$ cat src/corePkg.sv
`default_nettype none

package corePkg;

  // One step per cycle, one instruction in flight
  typedef enum logic [3:0] {
    Fetch,
    FetchWait,
    Decode,
    OperandRead,
    ConstWait,
    ConstDone,
    MemIssue,
    MemWait,
    MemDone,
    Execute
  } stepStateT;

  localparam int spReg   = 0;  // Stack pointer
  localparam int flagReg = 1;  // Compare flags

  // Bits of the flag register
  localparam int flagEq = 0;
  localparam int flagLt = 1;
  localparam int flagGt = 2;

endpackage

`default_nettype wire

$ cat src/stepSequencer.sv
`timescale 1ns/1ns
`default_nettype none

module stepSequencer (
  input  logic               clk,
  input  logic               reset,
  input  logic               isLong,   // Constant word follows the opcode word
  input  logic               isRamOp,  // Data read or write needed
  output corePkg::stepStateT state
);
  import corePkg::*;

  stepStateT nextState;

  // Decoder levels are settled from OperandRead onwards
  always_comb begin
    case (state)
      Fetch:       nextState = FetchWait;
      FetchWait:   nextState = Decode;
      Decode:      nextState = OperandRead;
      OperandRead: begin
        if (isLong) begin
          nextState = ConstWait;
        end else if (isRamOp) begin
          nextState = MemIssue;
        end else begin
          nextState = Execute;
        end
      end
      ConstWait:   nextState = ConstDone;
      ConstDone: begin
        // Constant captured, data access may need it as address
        if (isRamOp) begin
          nextState = MemIssue;
        end else begin
          nextState = Execute;
        end
      end
      MemIssue:    nextState = MemWait;   // Strobe cycle
      MemWait:     nextState = MemDone;
      MemDone:     nextState = Execute;   // Load word sampled here
      Execute:     nextState = Fetch;
      default:     nextState = Fetch;
    endcase
  end

  always_ff @(posedge clk or posedge reset) begin
    if (reset) begin
      state <= Fetch;
    end else begin
      state <= nextState;
    end
  end

endmodule

`default_nettype wire

$ cat config.mk
export PLATFORM = sky130hd
export DESIGN_NAME = stepSequencer
export DESIGN_NICKNAME = d
export VERILOG_FILES = /design/src/corePkg.sv /design/src/stepSequencer.sv
export SDC_FILE = /design/constraint.sdc
export NUM_CORES = 1
export LEC_CHECK = 0
export ABC_AREA = 1
export BUFFER_PORTS_ARGS = -buffer_cell sky130_fd_sc_hd__buf_2
export CAP_MARGIN = 25
export CORE_AREA = 2 2 39 41
export CTS_BUF_LIST = sky130_fd_sc_hd__clkbuf_2
export DETAILED_ROUTE_END_ITERATION = 12
export DIE_AREA = 0 0 41 43
export GPL_ROUTABILITY_DRIVEN = 1
export SYNTH_ARGS = -nofsm -noshare
export SYNTH_HDL_FRONTEND = slang
export SYNTH_SLANG_ARGS = --single-unit
$ cat constraint.sdc
create_clock -name clk -period 2 [get_ports clk]
set_input_delay 0.3 -clock clk [delete_from_list [all_inputs] [get_ports clk]]
set_output_delay 0.3 -clock clk [all_outputs]
set_load 0.02 [all_outputs]
==> results.md <==
Final layout:
- The final net count is 49.
- The register containing the most flip-flops in the final layout is state.
- Cells with a size suffix above 1 make up 41.9% of the layout.
- The number of flip-flops in the largest register is 4.
- In the final layout, the registers with the most flip-flops are state x4.
- The area growth from synthesis to layout is 32.2%.
- 0 antenna diodes ended up in the layout.

Synth:
- The register bit count reported by yosys is 4.
- The count of flip-flops with a built-in enable after synthesis is 0.
- The share of the synthesized area in the top cell type is between 40 and 50%.
- After synthesis the cells add up to 249 sq um.
- Yosys mapped the design onto 13 distinct sky130hd cell types.
- After synthesis, the share of flip-flops with an asynchronous set or reset is 100%.
- Ranked by total cell area, the synthesized netlist is headed by sky130_fd_sc_hd__dfrtp_1 (40%), sky130_fd_sc_hd__nand3_2 (12%), sky130_fd_sc_hd__inv_1 (7.5%).
- Each instance of the synthesized netlist takes up on average around 7.8 sq um.
- The biggest area contributor in the post-synthesis netlist is sky130_fd_sc_hd__dfrtp_1.
- The Yosys step of the flow raised 0 warnings.
- The main flop type after synthesis is sky130_fd_sc_hd__dfrtp_1.
- Counting every instance in the synthesized netlist gives 32.
- In the synthesized netlist, the cells that appear most often are sky130_fd_sc_hd__inv_1 (5), sky130_fd_sc_hd__nand2_1 (5), sky130_fd_sc_hd__nor2_1 (5).
- The synthesized net count is 36.
- Sequential elements use 40.2% of the synthesized area.

Clock network:
- The total of cells resized after clock tree synthesis is 0.
- The clock sink count is 4.
- No sink is reached through more buffers than the 2 on the longest clock path.
- The clock reaches the later pin of the worst-skew pair after 0.20 ns.
- The number of buffers inserted during clock tree synthesis is 3.
- TritonCTS built the clock tree.
- The cell sitting at the root of the clock tree is a sky130_fd_sc_hd__clkbuf_2.
- The clock-pin transition on the worst setup and hold timing paths is ~0.040 ns.
- The H-tree level count is 1.

Routing:
- The routed layout has approximately 230 vias.
- The number of remaining DRC errors is 0.
- Once detail routing completed, the nets flagged for antenna violations numbered 0.
- After detailed routing, the total wire length is around 500 um.
- The number of DRC markers in iteration 0 is 6.
- For this run, the detailed router's first-pass iteration total came to 4.
- The routed wire length per instance is 8.42 um.
- After detailed routing, the number of vias per cell comes to ~4.

GRT:
- The leftover overflow at the end of global routing is 0.
- The first global-routing pass estimated 855 um of wire.
- Across every metal layer, demand over resource in global routing totals under 10%.
- The initial antenna violation count was 0.
- Entering global routing, the biggest net connects 6 pins.
- The number of global-route vias before repair is 234.

Power:
- In this run the static leakage power is between 0.00015 and 0.0002 uW.
- The switching share of power is approximately half.
- The combinational cell fraction of total power is a little over half.
- For this design the ratio of total power to cell area is 1570 mW/mm^2.
- Summed over all nets, the switching power comes to 253 uW.
- The internal power of the cells totals approximately 260 uW.
- The sequential share of power is roughly a third.
- The maximum vdd ir drop is 0.000309 V.
- The part of the total power dissipated in the clock network is 13.7%.

Timing:
- The number of endpoints failing setup at the final stage is 0.
- The final number of hold-violating endpoints is 0.
- For the finished layout, the period the worst path requires is 1.11 ns.
- Adding up every negative setup slack in the final design gives 0 ns.
- Setup repair after global routing left no endpoint under its margin.
- The maximum clock frequency is ~0.9 GHz.
- The tightest hold path in the finished design has a slack of 0.393 ns.
- The number of max-slew violations in the final report is 0.
- The slew of the pin with the lowest slew margin is 0.256 ns.
- In this run the tightest slew margin relative to its limit is 82.9%.
- The worst setup skew after layout is 0.00503 ns.
- In the finished design, the share of the clock period the worst path needs comes to between 50% and 60%.

Worst setup path:
- Walking the worst path, the cells encountered are buf_2.
- The type of element capturing the critical path is a primary output.
- The number of buffers and inverters on the critical path is 1.
- STA classifies the critical path startpoint as a flip-flop.
- The endpoint arrival time on the critical path is 0.81 ns.
- The cell class contributing the biggest share of worst-path delay is flip-flops.
- The highest-delay cell along the critical path is sky130_fd_sc_hd__dfrtp_1.
- For this run, the slowest stage of the critical path takes roughly 0.41 ns.
- Of all nets on the critical path, the largest fanout is 5.
- STA puts the critical path data required time at between 1.5 and 2 ns.
- The worst setup path is of the flip-flop to primary output kind.

Min path:
- The class of the most critical hold timing path is input pin to flip-flop.

Floorplan:
- The floorplan has 14 rows.
- The die covers 0.00176 sq mm.
- For this configuration, the core starts out at a cell density of 18.0%.
- 8 I/O pins were placed.
- The height of the die is between 40 and 50 um.
- The core region is 0.00138 sq mm.
- In this run the horizontal extent of the chip is 41 um.

Run status:
- The run finished with clean final reports.

Job:
- The count of maximum capacitance violations is 0.

Placement:
- At the end of routability-driven placement, the weighted congestion stood at 0.630.
- The detailed-placement wirelength estimate is 433 um.
- The total of buffers placed on input and output ports is 7.
-- stage by stage --
| stage | total power [uW] | worst slack (ns) | cells | instance area [sq um] | utilization (%) |
|---|---|---|---|---|---|
| floorplan | 372 | 1.03 | 32 | 249 | - |
| global placement | 450 | 1.06 | 55 | 304 | 22.0 |
| detailed placement | 451 | 1.05 | 55 | 304 | 22.0 |
| CTS | 528 | 0.870 | 59 | 329 | 23.8 |
| global route | 573 | 0.841 | 59 | 329 | 23.8 |
| finish | 518 | 0.894 | 59 | 329 | 23.8 |
-- power groups by stage --
stage	Combinational [uW]	Sequential, uW	Clock, uW
detailed placement	284	167	0
global placement	287	163	0
CTS	286	166	76.6
floorplan	165	207	0
finish	281	165	70.9
global route	318	174	80.9
-- worst paths after layout --
path	from	to	slack (ns)	cells after the start
hold / removal	isLong	state[1]	0.39	4
hold reg to reg	state[2]	state[0]	0.64	3
setup / recovery	state[0]	state[0]	0.89	1
setup reg to reg	state[0]	state[2]	1.04	4
max in group asynchronous	reset	state[1]	1.33	3
min in group asynchronous	reset	state[0]	0.51	3
-- placed cells by master, fill, tap and decap left out --
cell                            count
sky130_fd_sc_hd__buf_2              7
sky130_fd_sc_hd__clkbuf_2           3
sky130_fd_sc_hd__clkinv_2           1
sky130_fd_sc_hd__dfrtp_1            4
sky130_fd_sc_hd__dlygate4sd3_1      1
sky130_fd_sc_hd__inv_1              5
sky130_fd_sc_hd__nand2_1            5
sky130_fd_sc_hd__nand2_2            1
sky130_fd_sc_hd__nand3_1            2
sky130_fd_sc_hd__nand3_2            3
sky130_fd_sc_hd__nand3b_1           1
sky130_fd_sc_hd__nand4_1            2
sky130_fd_sc_hd__nor2_1             5
sky130_fd_sc_hd__nor2_2             1
sky130_fd_sc_hd__o21ai_2            1
sky130_fd_sc_hd__or2_2              1
-- layout make-up --
class	instances	area, sq um
fill	153	1050
multi-input combinational	22	125
sequential	4	100
timing repair buffer	8	45.0
inverter	6	23.8
tap	16	20.0
clock buffer	3	15.0
-- layer usage --
layer	up-vias	routed length (um)	global-route usage, %
li1	124	-	-
met1	105	216	7.74
met2	5	267	11.3
met3	0	13	4.71
met4	0	0	4.00
met5	-	0	0
-- kinds of logic (layout without fill, tap and decap cells) --
logic type | Yosys count | count (layout) | synth area share, %
and+or+nand+nor | 21 | 21 | 46.7
buffers and inverters | 6 | 17 | 9.55
DFF | 4 | 4 | 40.2
AOI/OAI and AO/OA | 1 | 1 | 3.52
-- what timing repair did --
item / 4_1_cts / 5_1_grt
setup buffers: 0 / 0
hold buffers: 1 / 0
setup endpoints to repair: 0 / 0
endpoints found under the hold margin: 4 / 0
(Power assumes the default switching activity.)
