$ cat src/isaPkg.sv
`default_nettype none

package isaPkg;

  // Data and address word
  typedef logic [31:0] wordT;

  // Opcode byte, zero is Stall so cleared memory parks the core
  typedef enum logic [7:0] {
    Stall     = 8'h00,
    MovRC     = 8'h01,
    MovRR,
    MovRdC,
    MovRdR,
    MovRdRo,
    MovRdRoR,
    MovdCR,
    MovdRoR,
    MovdRoRR,
    PushR,
    PopR,
    CallR,
    Ret,
    CmpRR,
    CmpRC,
    CmpERRR,
    CmpNeRRR,
    CmpLtRRR,
    CmpGtRRR,
    JmpC,
    JeC,
    JneC,
    JzRC,
    JnzRC,
    AddRRC,
    AddRRR,
    SubRRC,
    SubRRR,
    IncR,
    DecR,
    ShlRRR,
    ShrRRR,
    NegRR,
    MulAddRRC
  } opcodeT;

  // Field positions in the first instruction word
  localparam int opcodeLsb = 0;
  localparam int opcodeW   = 8;
  localparam int regALsb   = 8;
  localparam int regBLsb   = 16;
  localparam int regCLsb   = 24;

  localparam wordT instrBytes     = 32'd4;  // Short form
  localparam wordT longInstrBytes = 32'd8;  // Opcode word plus constant word
  localparam wordT stackStep      = 32'd4;

endpackage

`default_nettype wire

$ cat src/corePkg.sv
`default_nettype none

package corePkg;

  // One step per cycle, one instruction in flight
  typedef enum logic [3:0] {
    Fetch,
    FetchWait,
    Decode,
    OperandRead,
    ConstWait,
    ConstDone,
    MemIssue,
    MemWait,
    MemDone,
    Execute
  } stepStateT;

  localparam int spReg   = 0;  // Stack pointer
  localparam int flagReg = 1;  // Compare flags

  // Bits of the flag register
  localparam int flagEq = 0;
  localparam int flagLt = 1;
  localparam int flagGt = 2;

endpackage

`default_nettype wire

$ cat src/memoryPort.sv
`timescale 1ns/1ns
`default_nettype none

module memoryPort (
  input  logic               clk,
  input  logic               reset,
  input  corePkg::stepStateT state,
  input  isaPkg::opcodeT     opcode,
  input  logic               isLong,
  input  isaPkg::wordT       ipointer,
  input  isaPkg::wordT       valA,
  input  isaPkg::wordT       valB,
  input  isaPkg::wordT       valC,
  input  isaPkg::wordT       spVal,
  input  isaPkg::wordT       ramIn,
  output isaPkg::wordT       ramAddress,
  output isaPkg::wordT       ramOut,
  output logic               readReq,
  output logic               writeReq,
  output isaPkg::wordT       constWord,
  output isaPkg::wordT       loadWord
);
  import isaPkg::*;
  import corePkg::*;

  logic fetchArmed;  // Set from the first edge after reset
  logic isLoad;
  logic isStore;
  wordT dataAddr;

  // Data access per opcode
  always_comb begin
    isLoad   = 1'b0;
    isStore  = 1'b0;
    dataAddr = spVal;
    ramOut   = valB;
    case (opcode)
      MovRdC:   begin isLoad = 1'b1; dataAddr = constWord; end
      MovRdR:   begin isLoad = 1'b1; dataAddr = valB; end
      MovRdRo:  begin isLoad = 1'b1; dataAddr = constWord + valB; end
      MovRdRoR: begin isLoad = 1'b1; dataAddr = valB + constWord * valC; end  // Scaled index
      PopR, Ret: begin isLoad = 1'b1; dataAddr = spVal - stackStep; end      // Top of stack
      MovdCR:   begin isStore = 1'b1; dataAddr = constWord; end
      MovdRoR:  begin isStore = 1'b1; dataAddr = constWord + valA; end
      MovdRoRR: begin isStore = 1'b1; dataAddr = valA + constWord * valB; ramOut = valC; end
      PushR:    begin isStore = 1'b1; ramOut = valA; end
      CallR:    begin isStore = 1'b1; ramOut = ipointer; end  // Return point
      default:  ;
    endcase
  end

  always_comb begin
    case (state)
      OperandRead: ramAddress = ipointer + instrBytes;  // Constant word
      MemIssue:    ramAddress = dataAddr;
      default:     ramAddress = ipointer;
    endcase
  end

  // One-cycle strobes straight from the step state
  assign readReq  = (state == Fetch && fetchArmed) || (state == OperandRead && isLong) ||
                    (state == MemIssue && isLoad);
  assign writeReq = state == MemIssue && isStore;

  always_ff @(posedge clk or posedge reset) begin
    if (reset) begin
      fetchArmed <= 1'b0;
    end else begin
      fetchArmed <= 1'b1;
    end
  end

  // RAM word is sampled two edges after the strobe edge
  always_ff @(posedge clk) begin
    if (state == ConstDone) begin
      constWord <= ramIn;
    end
    if (state == MemDone) begin
      loadWord <= ramIn;
    end
  end

endmodule

`default_nettype wire

$ cat config.mk
export PLATFORM = sky130hd
export DESIGN_NAME = memoryPort
export DESIGN_NICKNAME = d
export VERILOG_FILES = /design/src/isaPkg.sv /design/src/corePkg.sv /design/src/memoryPort.sv
export SDC_FILE = /design/constraint.sdc
export NUM_CORES = 2
export LEC_CHECK = 0
export ABC_AREA = 1
export BUFFER_PORTS_ARGS = -buffer_cell sky130_fd_sc_hd__buf_2
export CAP_MARGIN = 40
export CORE_MARGIN = 2
export CORE_UTILIZATION = 45
export CTS_CLUSTER_DIAMETER = 200
export CTS_CLUSTER_SIZE = 28
export DETAILED_ROUTE_END_ITERATION = 12
export HOLD_SLACK_MARGIN = 0.15
export SKIP_LAST_GASP = 1
export SLEW_MARGIN = 25
export SYNTH_ARGS = -nofsm -noshare
export SYNTH_HDL_FRONTEND = slang
export SYNTH_SLANG_ARGS = --single-unit
export TNS_END_PERCENT = 100
$ cat constraint.sdc
create_clock -name clk -period 8.4 [get_ports clk]
set_input_delay 0.42 -clock clk [delete_from_list [all_inputs] [get_ports clk]]
set_output_delay 0.42 -clock clk [all_outputs]
set_load 0.005 [all_outputs]
==> run metrics <==
Max clock buf depth=2; achievable frequency=roughly 0.12 GHz; Max-Cap Viols=0; status=finished clean; Core Box Area=95,300 µm²; final setup fails=0; most common library cells after synthesis=1,827 x inv_1, 1,605 x nand2_1, 877 x fa_1; Total GRT Usage=37.2%; type of origin of the critical path=register; post-route ant nets=0; HP Class=input port to register; number of global-route vias before repair=~42,000; RSZ-0062 raised after global routing=true; H-tree depth=3; routed vias=41,400; crit path kind=register to output port; drt wl/cell=23.8 µm; nets=7,744; die area=99,000 µm²; Fillers=9,622; yosys warns=0; initial antenna violation count=25; max-slew violation count=0; Hold Path Origin=ramIn[16]; Synth Flop Type=edfxtp_1; largest net degree at the start of global routing=45; first-pass GRT wire length=269,000 µm; synthesized area=43,400 µm²; most used cell, CP=fa_1; synthesis-to-finish area growth=12.2%; syn nets=7,435; Relative slew margins=40.3%; clock sink count=65; delay of the slowest critical-path stage=0.56 ns; Die X=315 µm; gp weighted congestion=1.05; cells after synthesis=6,070; crit path max fanout=6; post-DP HPWL=152,000 µm; TritonCTS clock tree=done; input/output buffers=336; worst slew pin tran=0.895 ns; EDFF count, synth=64; I/O Pins=approximately 340; synthesized flop and latch total=65; initial core utilization=45.6%; crit end category=output port; drt drc=0; Num CTS Buffers=9; grt ovf=0; sequential share of the synthesized area=around 4.5%; multi-input logic area=34,000 µm²; Reg area=1950 µm²; CTS root buf=clkbuf_16; Avg Cell Area, Syn=7.16 µm²; Via density=around 5.4; # rows=113; Routed WL=183,000 µm; share of flip-flops with an asynchronous set or reset=1.54%; share of layout cells above drive strength 1=a little under an eighth; post-route minimum period=~8.3 ns; Netlist cell types=69; top cells by area, synth=fa_1 40%, inv_1 16%, nand2_1 14%, ha_1 8.1%, edfxtp_1 4.4%; Setup WS post-layout=slightly below 0.08 ns; crit path DAT=7.90 ns; most instantiated library cell after synthesis=inv_1; DRT Pass-1 Iters=7; Hold Fails Final Rpt=0; Slowest-stage cell, CP=fa_1; DR iter-0 viols=4,627; post-synth top area share=between 40% and 50%; fin crit share=99.1%; pre-CTS WS=0.155 ns; Yosys top cell by area=fa_1; Die Ht=315 µm; Clock transition at path regs=0.08 ns; CP Data Required Time=7.98 ns; crit path from=constWord[15]
[routing by layer]
| layer | up-vias | GRT usage (%) | share of wire [%] |
|---|---|---|---|
| met5 | - | 0 | 0.079 |
| met3 | 433 | 9.30 | 13 |
| li1 | 18200 | - | - |
| met1 | 20300 | 51.4 | 40 |
| met2 | 2453 | 55.1 | 42 |
| met4 | 16 | 16.6 | 5.6 |
[worst paths after layout]
| path | to | cells past startpoint |
|---|---|---|
| max in group asynchronous | fetchArmed | 3 |
| min in group asynchronous | fetchArmed | 3 |
| max | ramAddress[23] | 30 |
| min | constWord[16] | 1 |
[metrics by stage]
| step | utilization (%) | hold WS [ns] | std cells | TNS (ns) | area, µm² |
|---|---|---|---|---|---|
| global placement | 49.7 | 0.256 | 7595 | 0 | 47400 |
| global route | 51.1 | 0.219 | 7654 | -0.184 | 48700 |
| detailed placement | 49.8 | 0.261 | 7603 | 0 | 47500 |
| CTS | 50.3 | 0.211 | 7628 | -0.0581 | 47900 |
| floorplan | - | 0.149 | 6070 | 0 | 43400 |
| finish | 51.2 | 0.218 | 7664 | 0 | 48700 |
[layout make-up]
cell class              count  share of cell area (%)
clock buffers               9                   0.462
multi-input cells        3894                    69.7
diodes                     15                  0.0770
inverters                1836                    14.1
flip-flops and latches     65                    3.99
clock inverters             7                   0.221
repair buffers            573                    8.17
well taps                1265                    3.25
[registers in the layout, indices dropped and copies added, names as in the netlist]
| name | flops |
|---|---|
| constWord | 32 |
| loadWord | 32 |
| fetchArmed | 1 |
[worst max-delay path, delay by kind of cell, from the launching register on]
kind	cells	cell delay [ns]
fa+ha+maj	9	4.24
buf+inv	10	1.14
flops	1	0.47
simple gates	11	1.66
[kinds of logic after synthesis]
group / Yosys count / share of synthesized area (%)
AND/OR/NAND/NOR: 2111 / 19.8
buffers and inverters: 2111 / 18.4
adder cells (fa/ha/maj): 1158 / 48.5
AO/OA/AOI/OAI: 574 / 7.70
flip-flops: 65 / 4.48
XOR/XNOR: 48 / 0.968
multiplexers: 2 / 0.0518
other: 1 / 0.00863
[placed cells by master, fill, tap and decap left out, types with 18 or more instances in the layout]
cell      Yosys  routed
inv_1      1827    1817
nand2_1    1605    1599
fa_1        877     864
buf_2        51     341
ha_1        281     267
o21ai_0     215     201
buf_4         0     184
a21oi_1     178     167
nor2_1      170     163
nand3_1     169     154
edfxtp_1     64      64
nand4_1      36      36
buf_12        0      32
nor3_1       34      28
o21ai_1      16      26
xor2_1       26      26
nand3b_1     25      25
o22ai_1      22      22
a221oi_1     23      22
xnor2_1      22      22
or2_2        23      21
inv_2         8      18
a21o_1       19      18
[timing repair]
item / in CTS / in global routing
gates cloned: 1 / 3
setup buffers: 7 / 17
setup endpoints to repair: 7 / 15
endpoints found under the hold margin: 1 / 0
hold buffers: 1 / 0
pin swaps: 2 / 45
resized for setup: 10 / 117
Power is left out: the tool's default activity adds up to more than one toggle a clock period on the data nets, which glitch-free logic cannot reach.
