<file path="src/isaPkg.sv">
`default_nettype none

package isaPkg;

  // Data and address word
  typedef logic [31:0] wordT;

  // Opcode byte, zero is Stall so cleared memory parks the core
  typedef enum logic [7:0] {
    Stall     = 8'h00,
    MovRC     = 8'h01,
    MovRR,
    MovRdC,
    MovRdR,
    MovRdRo,
    MovRdRoR,
    MovdCR,
    MovdRoR,
    MovdRoRR,
    PushR,
    PopR,
    CallR,
    Ret,
    CmpRR,
    CmpRC,
    CmpERRR,
    CmpNeRRR,
    CmpLtRRR,
    CmpGtRRR,
    JmpC,
    JeC,
    JneC,
    JzRC,
    JnzRC,
    AddRRC,
    AddRRR,
    SubRRC,
    SubRRR,
    IncR,
    DecR,
    ShlRRR,
    ShrRRR,
    NegRR,
    MulAddRRC
  } opcodeT;

  // Field positions in the first instruction word
  localparam int opcodeLsb = 0;
  localparam int opcodeW   = 8;
  localparam int regALsb   = 8;
  localparam int regBLsb   = 16;
  localparam int regCLsb   = 24;

  localparam wordT instrBytes     = 32'd4;  // Short form
  localparam wordT longInstrBytes = 32'd8;  // Opcode word plus constant word
  localparam wordT stackStep      = 32'd4;

endpackage

`default_nettype wire

</file>
<file path="src/corePkg.sv">
`default_nettype none

package corePkg;

  // One step per cycle, one instruction in flight
  typedef enum logic [3:0] {
    Fetch,
    FetchWait,
    Decode,
    OperandRead,
    ConstWait,
    ConstDone,
    MemIssue,
    MemWait,
    MemDone,
    Execute
  } stepStateT;

  localparam int spReg   = 0;  // Stack pointer
  localparam int flagReg = 1;  // Compare flags

  // Bits of the flag register
  localparam int flagEq = 0;
  localparam int flagLt = 1;
  localparam int flagGt = 2;

endpackage

`default_nettype wire

</file>
<file path="src/execUnit.sv">
`timescale 1ns/1ns
`default_nettype none

module execUnit #(
  parameter int regCount = 64
) (
  input  logic                         clk,
  input  logic                         reset,
  input  corePkg::stepStateT           state,
  input  isaPkg::opcodeT               opcode,
  input  logic [$clog2(regCount)-1:0]  regA,
  input  logic                         isLong,
  input  isaPkg::wordT                 valA,
  input  isaPkg::wordT                 valB,
  input  isaPkg::wordT                 valC,
  input  isaPkg::wordT                 flagVal,
  input  isaPkg::wordT                 constWord,
  input  isaPkg::wordT                 loadWord,
  input  isaPkg::wordT                 spVal,
  output isaPkg::wordT                 ipointer,
  output logic                         destWe,
  output logic [$clog2(regCount)-1:0]  destIdx,
  output isaPkg::wordT                 destVal,
  output logic                         spWe,
  output isaPkg::wordT                 spNext
);
  import isaPkg::*;
  import corePkg::*;

  localparam int idxW = $clog2(regCount);

  logic condJump;   // Flag-based branch decision
  logic jumpTaken;
  logic writesDest;
  logic isStackOp;
  wordT cmpRhs;
  wordT flagWord;

  // Flag register is stable from OperandRead to Execute
  always_ff @(posedge clk or posedge reset) begin
    if (reset) begin
      condJump <= 1'b0;
    end else if (state == OperandRead) begin
      condJump <= (opcode == JeC && flagVal[flagEq]) || (opcode == JneC && !flagVal[flagEq]);
    end
  end

  // Register C tests use the latched operand
  assign jumpTaken = condJump || (opcode == JzRC && valC == '0) ||
                     (opcode == JnzRC && valC != '0);

  // Compare flags, other bits of the flag register kept
  assign cmpRhs = (opcode == CmpRC) ? constWord : valB;
  always_comb begin
    flagWord         = flagVal;
    flagWord[flagEq] = valA == cmpRhs;
    flagWord[flagLt] = valA < cmpRhs;
    flagWord[flagGt] = valA > cmpRhs;
  end

  always_comb begin
    writesDest = 1'b1;
    destIdx    = regA;
    destVal    = '0;
    case (opcode)
      MovRC:     destVal = constWord;
      MovRR:     destVal = valB;
      MovRdC, MovRdR, MovRdRo, MovRdRoR, PopR: destVal = loadWord;
      CmpRR, CmpRC: begin
        destIdx = idxW'(flagReg);
        destVal = flagWord;
      end
      CmpERRR:   destVal = wordT'(valB == valC);
      CmpNeRRR:  destVal = wordT'(valB != valC);
      CmpLtRRR:  destVal = wordT'(valB < valC);
      CmpGtRRR:  destVal = wordT'(valB > valC);
      AddRRC:    destVal = valB + constWord;
      AddRRR:    destVal = valB + valC;
      SubRRC:    destVal = valB - constWord;
      SubRRR:    destVal = valB - valC;
      IncR:      destVal = valA + 1'b1;
      DecR:      destVal = valA - 1'b1;
      ShlRRR:    destVal = valB << valC;
      ShrRRR:    destVal = valB >> valC;  // Logical
      NegRR:     destVal = -valB;
      MulAddRRC: destVal = valA + valB * constWord;  // Wraps at 32 bits
      default:   writesDest = 1'b0;
    endcase
  end

  assign destWe = state == Execute && writesDest;

  // Stack grows upwards
  assign isStackOp = opcode inside {PushR, PopR, CallR, Ret};
  assign spWe      = state == Execute && isStackOp;
  assign spNext    = (opcode == PushR || opcode == CallR) ? spVal + stackStep
                                                          : spVal - stackStep;

  always_ff @(posedge clk or posedge reset) begin
    if (reset) begin
      ipointer <= '0;
    end else if (state == Execute) begin
      if (opcode == CallR) begin
        ipointer <= valA;
      end else if (opcode == Ret) begin
        ipointer <= loadWord + instrBytes;  // Skip the call itself
      end else if (opcode == JmpC || jumpTaken) begin
        ipointer <= constWord;
      end else if (opcode != Stall) begin
        ipointer <= ipointer + (isLong ? longInstrBytes : instrBytes);
      end
    end
  end

endmodule

`default_nettype wire

</file>
<file path="config.mk">
export PLATFORM = sky130hd
export DESIGN_NAME = execUnit
export DESIGN_NICKNAME = d
export VERILOG_FILES = /design/src/isaPkg.sv /design/src/corePkg.sv /design/src/execUnit.sv
export SDC_FILE = /design/constraint.sdc
export NUM_CORES = 2
export LEC_CHECK = 0
export BUFFER_PORTS_ARGS = -buffer_cell sky130_fd_sc_hd__buf_2
export CAP_MARGIN = 10
export CORE_UTILIZATION = 54
export CTS_CLUSTER_DIAMETER = 100
export CTS_CLUSTER_SIZE = 16
export DETAILED_ROUTE_END_ITERATION = 8
export PLACE_DENSITY = 0.74
export SLEW_MARGIN = 20
export SYNTH_ARGS = -nofsm -noshare
export SYNTH_HDL_FRONTEND = slang
export SYNTH_SLANG_ARGS = --single-unit
</file>
<file path="constraint.sdc">
create_clock -name clk -period 12.1 [get_ports clk]
set_input_delay 1.815 -clock clk [delete_from_list [all_inputs] [get_ports clk]]
set_output_delay 1.815 -clock clk [all_outputs]
set_load 0.005 [all_outputs]
</file>
==> flow_summary.toml <==
[run_status]
status = "complete, no violations"

[global_route]
grt_pass1_wl_microns = 235000
grt_pass1_vias = 35200
grt_antenna_before_repair = 17
globalRouteOverflowTotal = 0
grt_max_degree = 64
groute.usage.overall = 0.503

[yosys]
synth_area_sq_um = 34400
seq_area_frac_synth = 0.0240
synth_async_sr_flop_share = 1.00
syn_area_per_cell_sq_um = 7.64
syn-instance-count = 4499
synth_top_area_frac = 0.258
synth_ff_type = "dfrtp_1"
synthesis.nets = 5470
synth-seq-cells = 33
synth_common_cells = "574 x inv_1, 461 x nand2_1, 443 x fa_1"
synth_edf_count = 0
yosysMostFrequentCell = "inv_1"
yosysUniqueCellTypes = 91
synth_area_leader_cell = "fa_1"
yosysWarnings = 0
yosys-top-cells-area = "fa_1 26%, ha_1 10%, inv_1 6.3%, and2_1 6.0%, xnor2_1 5.0%"

[detailed_routing]
num_vias = 36800
dr.pass1.iters = 7
wl_per_cell_microns = 29.4
antenna_left = 0
vias_per_cell = 6.60
drc = 0
routed_wirelength_microns = 164000
initialDrtViolationCount = 5159

[sta]
setup_viol = 0
rsz0062_at_grt = "false"
worst_slew_margin_rel = 0.223
fmax_mhz = 83.6
tns_ps = 0
skew_ps = 6.86
drv_slew = 0
hold_viol_final = 0
whs_ps = 508
post-route-period-util = 0.988
layout_min_cycle_time_ps = 11960
tightest_slew_ps = 1150

[clock_tree]
root_buffer = "clkbuf_16"
cts.clk_slew.worst_paths_ps = 50
cts_tree = "done"
clk_latency_ps = 290
cts_buffer_depth = 2
clock-sinks = 33
htreeDepth = 2
cts_made_buffers = 5

[placement]
place.gp.congestion = 1.11
numPortBuffers = 342
dpl.hpwl_microns = 129000
place_area_sq_um = 37300

[critical_path]
crit_top_cell = "fa_1"
worstPathRequired_ps = 10280
cp_top_family = "adder cells"
slowest_stage = "buf_2"
path_depth = 28
critPathBufInv = 10
reg2reg_depth = 11
critPathLaunchType = "input pin"
critPathCaptureType = "primary output"
crit_fanout = 18
crit_arrival_ps = 10140
slowest_delay_ps = 590
crit_type = "input pin to primary output"

[layout]
final_layout_size_suffix_gt1_frac = 0.124
fin_util = 0.595
multi_input_area_sq_um = 30300
final_cell_area_sq_um = 37400
area_growth_pct = 8.96
fill_cells = 5951
final_nets = 5684
regArea_sq_um = 826

[job]
cap_viol_max_count = 0

[die]
coreArea_sq_um = 63000
start_util = 0.546
die_height_microns = 254
die-area_sq_um = 64600
die_w_microns = 254
num_rows = 92
ios = 349

[worst_hold_path]
worstHoldPathCells = 1
hold_class = "flip-flop to flip-flop"
final timing paths:
| check | slack, ps | end | from |
|---|---|---|---|
| hold / removal | 510 | ipointer[1] | ipointer[1] |
| max in group asynchronous | 10130 | condJump | reset |
| setup / recovery | 140 | destVal[30] | valB[9] |
| min in group asynchronous | 1630 | ipointer[2] | reset |
| hold reg to reg | 510 | ipointer[1] | ipointer[1] |
| setup reg to reg | 8580 | ipointer[31] | ipointer[3] |
through the flow:
stage,setup WS (ps),std cells
after floorplan,1530,4499
after global placement,603,5552
after detailed placement,400,5552
after CTS,412,5560
after global routing,131,5560
final,142,5573
state kept, by name, summed over array words and instances, names as in the netlist:
signal    flops
condJump      1
ipointer     32
routing by layer:
layer | up-vias | GRT usage | wire, microns
met3 | 663 | 0.161 | 23600
met5 | - | 0 | 87
met4 | 10 | 0.320 | 13600
met2 | 2805 | 0.714 | 65900
li1 | 15600 | - | -
met1 | 17700 | 0.656 | 61000
layout make-up:
type	instances	share of cell area
clock buffer	6	0.00344
sequential	33	0.0221
clock inverter	2	0.000267
tap	846	0.0283
timing repair buffer	491	0.0778
antenna	13	0.000869
multi-input combinational	3606	0.810
inverter	576	0.0578
layout by cell type, fill, tap and decap left out, types with 30 or more instances in the layout:
master	synthesis	layout
nor4_1	32	31
mux2i_1	93	93
a211oi_1	69	69
and3_1	30	30
inv_1	574	574
buf_4	5	145
dfrtp_1	33	33
o21ai_0	179	179
o211ai_1	42	42
nor2_1	259	253
nor3_1	90	86
nand4_1	42	42
xnor2_1	198	198
fa_1	443	443
nand2_1	461	460
o21a_1	37	37
a21o_1	69	69
and2_1	329	329
nand2b_1	42	42
xor2_1	85	85
ha_1	283	283
o22ai_1	31	31
a222oi_1	31	31
nand3_1	85	85
a21oi_1	259	259
buf_2	7	339
kinds of logic (layout without fill, tap and decap cells):
kind of cell             after synthesis  in the layout  synth area share
AND/OR/NAND/NOR                     1515           1515             0.222
AO/OA/AOI/OAI                        956            956             0.181
buffers and inverters                860           1075            0.0952
adder cells (fa/ha/maj)              726            726             0.361
XOR/XNOR                             284            284            0.0728
multiplexers                         125            125            0.0438
flip-flops                            33             33            0.0240
other                                  0             13                 0
timing repair:
action,in CTS,in global routing
endpoints found under the setup margin,0,1
endpoints found under the hold margin,0,0
buffers inserted,0,0
hold buffers,0,0
gates resized for setup,0,1
Power is not shown: default switching activity piles up to over one toggle a cycle in this logic, so the estimate is an artifact.
