--- src/isaPkg.sv ---
`default_nettype none

package isaPkg;

  // Data and address word
  typedef logic [31:0] wordT;

  // Opcode byte, zero is Stall so cleared memory parks the core
  typedef enum logic [7:0] {
    Stall     = 8'h00,
    MovRC     = 8'h01,
    MovRR,
    MovRdC,
    MovRdR,
    MovRdRo,
    MovRdRoR,
    MovdCR,
    MovdRoR,
    MovdRoRR,
    PushR,
    PopR,
    CallR,
    Ret,
    CmpRR,
    CmpRC,
    CmpERRR,
    CmpNeRRR,
    CmpLtRRR,
    CmpGtRRR,
    JmpC,
    JeC,
    JneC,
    JzRC,
    JnzRC,
    AddRRC,
    AddRRR,
    SubRRC,
    SubRRR,
    IncR,
    DecR,
    ShlRRR,
    ShrRRR,
    NegRR,
    MulAddRRC
  } opcodeT;

  // Field positions in the first instruction word
  localparam int opcodeLsb = 0;
  localparam int opcodeW   = 8;
  localparam int regALsb   = 8;
  localparam int regBLsb   = 16;
  localparam int regCLsb   = 24;

  localparam wordT instrBytes     = 32'd4;  // Short form
  localparam wordT longInstrBytes = 32'd8;  // Opcode word plus constant word
  localparam wordT stackStep      = 32'd4;

endpackage

`default_nettype wire

--- src/corePkg.sv ---
`default_nettype none

package corePkg;

  // One step per cycle, one instruction in flight
  typedef enum logic [3:0] {
    Fetch,
    FetchWait,
    Decode,
    OperandRead,
    ConstWait,
    ConstDone,
    MemIssue,
    MemWait,
    MemDone,
    Execute
  } stepStateT;

  localparam int spReg   = 0;  // Stack pointer
  localparam int flagReg = 1;  // Compare flags

  // Bits of the flag register
  localparam int flagEq = 0;
  localparam int flagLt = 1;
  localparam int flagGt = 2;

endpackage

`default_nettype wire

--- src/instrDecoder.sv ---
`timescale 1ns/1ns
`default_nettype none

module instrDecoder #(
  parameter int regCount = 64
) (
  input  logic                         clk,
  input  logic                         reset,
  input  corePkg::stepStateT           state,
  input  isaPkg::wordT                 ramIn,
  output isaPkg::opcodeT               opcode,
  output logic [$clog2(regCount)-1:0]  regA,
  output logic [$clog2(regCount)-1:0]  regB,
  output logic [$clog2(regCount)-1:0]  regC,
  output logic                         isLong,
  output logic                         isRamOp
);
  import isaPkg::*;
  import corePkg::*;

  localparam int idxW = $clog2(regCount);

  logic   primed;   // Low until the first Decode has passed
  opcodeT fetched;

  // The first Fetch after reset carries no strobe, so that slot runs as a Stall
  assign fetched = primed ? opcodeT'(ramIn[opcodeLsb +: opcodeW]) : Stall;

  always_ff @(posedge clk or posedge reset) begin
    if (reset) begin
      opcode <= Stall;
      regA   <= '0;
      regB   <= '0;
      regC   <= '0;
      primed <= 1'b0;
    end else if (state == Decode) begin
      opcode <= fetched;
      regA   <= ramIn[regALsb +: idxW];  // Upper field bits ignored
      regB   <= ramIn[regBLsb +: idxW];
      regC   <= ramIn[regCLsb +: idxW];
      primed <= 1'b1;
    end
  end

  // Opcode classes, unknown codes fall out as short no-ops
  always_comb begin
    case (opcode)
      MovRC, MovRdC, MovRdRo, MovRdRoR, MovdCR, MovdRoR, MovdRoRR, CmpRC,
      JmpC, JeC, JneC, JzRC, JnzRC, AddRRC, SubRRC, MulAddRRC: isLong = 1'b1;
      default: isLong = 1'b0;
    endcase
    case (opcode)
      MovRdC, MovRdR, MovRdRo, MovRdRoR, MovdCR, MovdRoR, MovdRoRR,
      PushR, PopR, CallR, Ret: isRamOp = 1'b1;
      default: isRamOp = 1'b0;
    endcase
  end

endmodule

`default_nettype wire

--- config.mk ---
export PLATFORM = sky130hd
export DESIGN_NAME = instrDecoder
export DESIGN_NICKNAME = d
export VERILOG_FILES = /design/src/isaPkg.sv /design/src/corePkg.sv /design/src/instrDecoder.sv
export SDC_FILE = /design/constraint.sdc
export NUM_CORES = 1
export LEC_CHECK = 0
export BUFFER_PORTS_ARGS = -buffer_cell sky130_fd_sc_hd__buf_4
export CAP_MARGIN = 30
export CELL_PAD_IN_SITES_DETAIL_PLACEMENT = 0
export CELL_PAD_IN_SITES_GLOBAL_PLACEMENT = 1
export CORE_MARGIN = 4
export CORE_UTILIZATION = 30
export CTS_CLUSTER_SIZE = 10
export DETAILED_ROUTE_END_ITERATION = 12
export PLACE_DENSITY_LB_ADDON = 0.1
export RECOVER_POWER = 50
export SYNTH_ARGS = -nofsm -noshare
export SYNTH_HDL_FRONTEND = slang
export SYNTH_SLANG_ARGS = --single-unit
--- constraint.sdc ---
create_clock -name clk -period 1.35 [get_ports clk]
set_input_delay 0.0675 -clock clk [delete_from_list [all_inputs] [get_ports clk]]
set_output_delay 0.0675 -clock clk [all_outputs]
set_load 0.02 [all_outputs]
==> results of run 1 <==
[state kept, by name (all words and copies together) (netlist names)]
| signal | count |
|---|---|
| opcode | 8 |
| primed | 1 |
| regA | 6 |
| regB | 6 |
| regC | 6 |
[power groups by stage]
stage                     clock [mW]  sequential (mW)  combinational (mW)
final                          0.452             1.07               0.934
after detailed placement           0             1.09               0.898
after CTS                      0.488             1.07               0.997
after global routing           0.510             1.10                1.02
after floorplan                    0             1.27               0.280
after global placement             0             1.08               0.882
[what timing repair did]
item | CTS | global route
hold buffers | 19 | 0
hold endpoints to repair | 45 | 0
setup endpoints to repair | 2 | 2
pin swaps | 2 | 2
gates resized for setup | 5 | 2
buffers inserted | 2 | 0
[layout by cell type, fill, tap and decap left out, drive strengths merged]
master,instances
clkbuf,16
o211ai,1
and4,1
nand2b,2
nor2b,1
buf,55
nor4b,1
a21boi,1
o2111ai,1
clkinv,1
nor2,2
dfrtp,27
or4b,1
or3b,1
inv,3
or2b,1
and3,1
nand3b,1
dlygate4sd3,19
nand3,8
a31oi,1
o21ai,2
o41ai,1
nand2,66
a211oi,1
[worst paths after layout]
check,startpoint,endpoint,depth (start not counted)
setup / recovery,opcode[2],isLong,4
hold / removal,ramIn[7],opcode[7],3
setup reg to reg,primed,primed,1
hold reg to reg,regB[3],regB[3],2
max in group asynchronous,reset,opcode[3],4
min in group asynchronous,reset,regA[4],4
[cell families (layout without fill, tap and decap cells)]
| group | Yosys count | after routing | synth area share (%) |
|---|---|---|---|
| compound gates | 8 | 8 | 4.733 |
| buf+inv | 10 | 94 | 5.993 |
| flops | 27 | 27 | 56.78 |
| simple gates | 86 | 86 | 32.49 |
[cell type report]
type / count / area, sq um
fillers: 386 / 1810
repair buffers: 87 / 680.7
multi-input cells: 94 / 456.7
clock buffers: 3 / 41.29
well taps: 48 / 60.06
clock inverters: 1 / 5.005
flip-flops and latches: 27 / 678.2
inverters: 3 / 11.26
[routing by layer]
metal	up-vias	wire (microns)	global-route usage, %
met1	543	1224	15.26
li1	584	-	-
met4	0	16	4.384
met2	32	1628	22.86
met5	-	0	0
met3	2	195	3.267
[cell usage after synthesis]
library cell  number  share of area [%]
nand2_1           66                 21
dfrtp_1           27                 57
nand3_1            8                3.4
buf_2              3                1.3
inv_1              3               0.95
buf_8              2                2.5
nand2b_1           2                1.1
nor2_1             2               0.63
o21ai_0            2               0.84
a211oi_1           1               0.63
a21boi_0           1               0.63
a31oi_1            1               0.53
and3_1             1               0.53
and4_1             1               0.74
buf_1              1               0.32
buf_6              1               0.95
nand3b_1           1               0.63
nor2b_1            1               0.53
nor4b_4            1                2.0
o2111ai_1          1               0.74
o211ai_1           1               0.63
o41ai_1            1               0.74
or2b_1             1               0.63
or3b_1             1               0.74
or4b_1             1               0.84
==> impl_results.md, run 1 <==
- Rows: 22
- Clk buf depth: 2
- Initial antenna violation count: 0
- Flops & latches, synth: 27
- GRT Util Overall: 12.96%
- WP buf/inv: 1
- Clock Power Share: 18.4%
- Post-layout min period: 1.578 ns
- Placer congestion estimate: 0.7334
- Cell variety after synth: 25
- FMAX: 633.8 MHz
- Crit. End Element: output pin
- Final setup TNS: -0.3428 ns
- Average wire per standard cell: 11.65 microns
- Syn Area/Cell: 9.083 sq um
- R2R setup slack: 0.49 ns
- H-tree depth: 1
- Cells after Synth: 131
- Clock slew at reported path FFs: 0.09 ns
- Hold Violations, Final: 0
- Seq pwr share: 43.6%
- Final Cycle Share: 116.9%
- DP Cell Count: 238
- Post-detail-place hpwl: 2113 microns
- Crit Path Max Fanout: 6
- Non-Filler Instances: 263
- Status: finished, violations left
- Fin worst setup slack: -0.2278 ns
- Skew final: 0.0009811 ns
- Final ANT Viol Nets: 0
- Final Power: 2.456 mW
- Critical path arrival: 1.51 ns
- RSZ-0062 raised after global routing: true
- Leak pwr: 1.004 nW
- Worst slack, placed: 0.05070 ns
- Layout cells sized above 1: 31.16%
- Largest net degree at the start of global routing: 29
- Cell Pwr Density: 1270 nW/um^2
- IO buf count: 59
- First-pass GRT wire length: 5264 microns
- Peak supply drop: 0.5327 mV
- Final setup viols: 2
- Grt ovf: 0
- Area of the mapped netlist: 1190 sq um
- Vias per Instance: 4.414
- CTS Buf Count: 3
- Initial drt markers: 26
- Startpoint Class: flop
- CTS sink cnt: 27
- Fin Hold WS: 0.01922 ns
- Sw Ratio: 34.35%
- Max stage delay cell, worst path: dfrtp_2
- Pre-antenna DRT Iters: 4
- Final Core Density: 51.64%
- Diode count: 0
- Worst skew pair latency: 0.27 ns
- NetSw: 0.8437 mW
- Die ar.: 5038 sq um
- Dpl cell area: 1702 sq um
- Total core area: 3744 sq um
- Logic pwr share: 38.0%
- Top Ports: 66
- Post-route DRC: 0
- Worst setup path category: flop to output pin
- Vias in the first global route: 1141
- Via count: 1161
- Int Power: 1.612 mW
- Worst path cell trace: or3b_1, o2111ai_2, and4_4, buf_6
- Die Wd: 70.98 microns
- Worst-Margin Slew: 0.6729 ns
- Register area share after synthesis: 56.78%
- Worst path max stage delay: 0.45 ns
- Root Driver: clkbuf_8
- Worst path required time: 1.28 ns
- CTS tree: built
- Failing checks: negative setup slack
- Final net count: 254
- Routed WL: 3064 microns
- Initial Util: 31.78%
- YS warnings: 0
- Area growth, synth to finish: 62.46%
- Max Cap Viol: 0
- Worst Hold Class: input pin to flop
- Post-synthesis net count: 169
- Final Max Tran Viols: 0
- Slew headroom: 55.14%
- Die height: 70.98 microns
- Design area: 1933 sq um
- Family with the most delay on the worst path: simple AND/OR/NAND/NOR gates
Note: power is estimated with default switching activity, not from simulation.
==> run 2, diff against run 1 <==
==> constraint.sdc (replaced) <==
create_clock -name clk -period 1.35 [get_ports clk]
set_input_delay 0.405 -clock clk [delete_from_list [all_inputs] [get_ports clk]]
set_output_delay 0.405 -clock clk [all_outputs]
set_load 0.02 [all_outputs]
==> run 2 against run 1 <==
  * The flow still finishes with violations (negative setup slack)
  * Global-route usage shrank 0.78 points
  * Clock-buffer cell count grew 1
  * Design area grew 2.3%
  * Sequential power is essentially flat
  * Core utilization grew 1.2 points
  * Non-clock buffer count shrank 5
  * Largest power group is now combinational cells
==> impl_results.md, run 2 (same netlist as run 1, synthesis figures left out) <==
- Status: finished, violations left
- Failing checks: negative setup slack
- Number of flip-flops in the largest register: 8
- Leak pwr: 1.050 nW
- Via count: 1146
- Vias per Instance: 4.442
- Top reg by flops: opcode
- CTS sink cnt: 27
- Hold_buf cts: 0
- Clock slew at reported path FFs: 0.09 ns
- Clk buf depth: 2
- GRT Util Overall: 12.19%
- WP buf/inv: 1
- Dpl cell area: 1868 sq um
- Final Power: 2.644 mW
- Worst path cell trace: or3b_1, o2111ai_2, and4_4, buf_6
- Initial antenna violation count: 0
- Final setup viols: 24
- Vias in the first global route: 1134
- Worst slack, placed: -0.2819 ns
- Die height: 70.98 microns
- Worst skew pair latency: 0.26 ns
- Layout cells sized above 1: 50.95%
- Worst setup path category: flop to output pin
- Final setup TNS: -1.267 ns
- Average wire per standard cell: 11.83 microns
- Final Max Tran Viols: 0
- Worst-Margin Slew: 0.6826 ns
- Design area: 1978 sq um
- Peak supply drop: 0.5466 mV
- Die ar.: 5038 sq um
- Final net count: 249
- Non-Filler Instances: 258
- Post-detail-place hpwl: 2306 microns
- Critical path arrival: 1.52 ns
- Final ANT Viol Nets: 0
- Total core area: 3744 sq um
- Top Ports: 66
- Diode count: 0
- Max stage delay cell, worst path: dfrtp_1
- Pre-antenna DRT Iters: 4
- Skew final: 0.0009150 ns
- Area growth, synth to finish: 66.25%
- Family with the most delay on the worst path: simple AND/OR/NAND/NOR gates
- Commonest non-fill, non-tap cell in the layout: buf_4
- Max Cap Viol: 0
- Routed WL: 3052 microns
- Placer congestion estimate: 0.7069
- Grt ovf: 0
- Crit. End Element: output pin
- Post-route DRC: 0
- RSZ-0062 raised after global routing: true
- IO buf count: 59
- Initial drt markers: 22
- Fill cells: 394
- H-tree depth: 1
- Cell Pwr Density: 1337 nW/um^2
- CP Depth: 4
- Final Core Density: 52.84%
- Fin worst setup slack: -0.5753 ns
- Fin Hold WS: 0.3151 ns
- CTS tree: built
- Rows: 22
- Root Driver: clkbuf_8
- Worst Hold Class: input pin to async pin
- Worst path required time: 0.95 ns
- Startpoint Class: flop
- Final Cycle Share: 142.6%
- CTS Buf Count: 3
- Crit Path Max Fanout: 3
- Hold Violations, Final: 0
- Slew headroom: 54.50%
- Largest net degree at the start of global routing: 28
- First-pass GRT wire length: 4988 microns
- Die Wd: 70.98 microns
- R2R cell count: 4
- DP Cell Count: 251
- FMAX: 519.4 MHz
- Initial Util: 31.78%
- Worst path max stage delay: 0.41 ns
- Post-layout min period: 1.925 ns
- Highest-count cells in the layout ignoring fill and taps: 63 x buf_4, 51 x nand2_1, 26 x dfrtp_1
-- run 2: power by group --
| part | internal, mW | leakage [nW] | switching [mW] |
|---|---|---|---|
| combinational | 0.590 | 0.691 | 0.533 |
| clock | 0.211 | 0.0228 | 0.234 |
| sequential | 0.961 | 0.336 | 0.115 |
| total | 1.76 | 1.05 | 0.882 |
-- run 2: worst paths after layout --
kind	start	to	slack [ns]
worst max-delay path	opcode[1]	isLong	-0.58
worst min-delay path	reset	regC[5]	0.32
worst max register to register	opcode[0]	opcode[0]	0.45
worst min register to register	regB[3]	regB[3]	0.48
max in group asynchronous	reset	opcode[2]	0.56
min in group clk	ramIn[28]	regC[4]	0.32
-- run 2: timing repair --
item | CTS | global route
endpoints found under the setup margin | 8 | 8
gates resized for setup | 11 | 7
pin swaps | 0 | 2
buffers inserted | 3 | 1
-- run 2: routing by layer --
layer	part of all wire [%]	vias up	global-route usage, %	wire length, microns
li1	-	575	-	-
met1	39	539	13.48	1183
met2	53	30	21.94	1612
met3	7.8	2	4.119	239
met4	0.52	0	3.758	16
met5	0	-	0	0
-- run 2: tightest hold or removal path, stage by stage --
cell and delay, ns:
clkbuf_4 0.10, inv_1 0.04, clkbuf_2 0.53
-- run 2: final cells by class --
type	instances	area, sq um	share of cell area [%]
inverter	3	11.26	0.5693
tap	48	60.06	3.036
timing repair buffer	82	674.4	34.09
sequential	27	676.9	34.22
clock buffer	4	45.04	2.277
multi-input combinational	94	510.5	25.81
==> run 3, diff against run 2 <==
CORE_ASPECT_RATIO = 1.1   (was unset)
==> run 3 against run 2 <==
  * The run still ends with negative setup slack left
  * Power up 4.1%
  * Maximum frequency rose by 0.62%
  * Combinational power grew 9.8%
  * Register-to-register slack worse by 0.44 ns
  * Design area rose by 4.0%
  * Non-clock buffer count rose by 8
  * Global-route usage up 1.2 points
  * Clock power about the same
  * Sequential power about the same
  * Critical endpoint unchanged
  * Highest routed layer unchanged
==> impl_results.md, run 3 (same netlist as run 1, synthesis figures left out) <==
- Worst Hold Class: input pin to async pin
- Crit. End Element: output pin
- Grt ovf: 0
- GRT Util Overall: 13.39%
- Non-Filler Instances: 268
- Final Core Density: 54.98%
- Peak supply drop: 0.5143 mV
- CTS sink cnt: 27
- Vias in the first global route: 1077
- Final setup viols: 4
- DP Cell Count: 254
- Slew headroom: 67.30%
- Rows: 23
- CTS Buf Count: 3
- Hold_buf cts: 0
- Post-route DRC: 0
- Number of flip-flops in the largest register: 8
- Fin worst setup slack: -0.5635 ns
- CTS tree: built
- Worst path cell trace: or3b_1, o2111ai_2, and4_4, buf_6
- Pre-antenna DRT Iters: 4
- Final net count: 257
- Startpoint Class: flop
- First-pass GRT wire length: 5064 microns
- Hold Violations, Final: 0
- Max Cap Viol: 0
- Skew final: 0.004111 ns
- Top reg by flops: opcode
- Area occupied by multi-input gates: 508.0 sq um
- Top Ports: 66
- FMAX: 522.6 MHz
- Dpl cell area: 1878 sq um
- Average wire per standard cell: 11.91 microns
- Post-layout min period: 1.913 ns
- Via count: 1154
- Worst-Margin Slew: 0.4905 ns
- Final Cycle Share: 141.7%
- Die Wd: 68.05 microns
- Placer congestion estimate: 0.7263
- Area growth, synth to finish: 72.87%
- Sequential cell area: 676.9 sq um
- Root Driver: clkbuf_8
- Commonest non-fill, non-tap cell in the layout: buf_4
- Worst path max stage delay: 0.44 ns
- FF-to-FF Start: opcode[2]
- Critical path arrival: 1.51 ns
- Vias per Instance: 4.306
- Layout cells sized above 1: 53.67%
- Die ar.: 5039 sq um
- Failing checks: negative setup slack
- Initial antenna violation count: 0
- Worst path required time: 0.95 ns
- Worst Setup SP: opcode[2]
- Worst skew pair latency: 0.26 ns
- Worst setup path category: flop to output pin
- Leak pwr: 1.095 nW
- Final Max Tran Viols: 0
- Max stage delay cell, worst path: dfrtp_2
- Diode count: 0
- IO buf count: 59
- H-tree depth: 1
- Fill cells: 364
- Total core area: 3741 sq um
- Routed WL: 3193 microns
- Final ANT Viol Nets: 0
- Post-detail-place hpwl: 2396 microns
- Initial Util: 31.81%
- Fin Hold WS: 0.06883 ns
- Initial drt markers: 55
- Status: finished, violations left
- Design area: 2057 sq um
- Highest-count cells in the layout ignoring fill and taps: 65 x buf_4, 49 x nand2_1, 26 x dfrtp_1
- Clock slew at reported path FFs: 0.09 ns
- Die height: 74.05 microns
- RSZ-0062 raised after global routing: true
- Final setup TNS: -1.675 ns
- Final Power: 2.751 mW
- Crit Path Max Fanout: 6
- Largest net degree at the start of global routing: 26
- Worst slack, placed: -0.2706 ns
- Cell Pwr Density: 1338 nW/um^2
- Clk buf depth: 2
[run 3: changes by cell type in the layout (fill, tap and decap cells not counted), sizes merged]
| cell | change |
|---|---|
| buf | +9 |
| clkbuf | -2 |
| clkinv | +1 |
[run 3: final timing paths]
kind / depth (start not counted) / slack (ns) / end
setup / recovery: 4 / -0.56 / isLong
hold / removal: 2 / 0.07 / regC[0]
setup reg to reg: 8 / 0.01 / opcode[2]
hold reg to reg: 2 / 0.48 / regC[0]
max in group asynchronous: 3 / 0.50 / opcode[2]
min in group clk: 3 / 0.33 / regB[4]
[run 3: timing repair]
item	CTS	global route
gates cloned	0	0
hold endpoints to repair	0	0
pin swaps	1	2
setup endpoints to repair	9	10
gates resized for setup	17	7
buffers inserted	6	5
[run 3: area by class of cell]
cell class,count,area share [%]
Tap cell,50,3.041
Clock buffer,3,2.007
Multi-Input combinational cell,94,24.70
Timing Repair Buffer,90,36.56
Inverter,3,0.5474
Clock inverter,1,0.2433
Sequential cell,27,32.91
[run 3: power by group]
part	leakage [nW]	internal, mW	switching [mW]
registers	0.336	0.961	0.118
clock network	0.0255	0.206	0.238
logic	0.734	0.674	0.554
total	1.10	1.84	0.910
[run 3: metal layers]
metal	vias to the layer above	part of all wire (%)	track usage, %
met4	0	0.60	3.974
met5	-	0	0
met3	2	6.0	3.172
li1	591	-	-
met2	35	54	22.16
met1	526	40	17.35
[run 3: worst max-delay path: cells and delay by family, from the launching register on]
family | cells | cell delay, ns
buffers and inverters | 1 | 0.11
AO/OA/AOI/OAI | 1 | 0.09
AND/OR/NAND/NOR | 2 | 0.61
flip-flops | 1 | 0.44
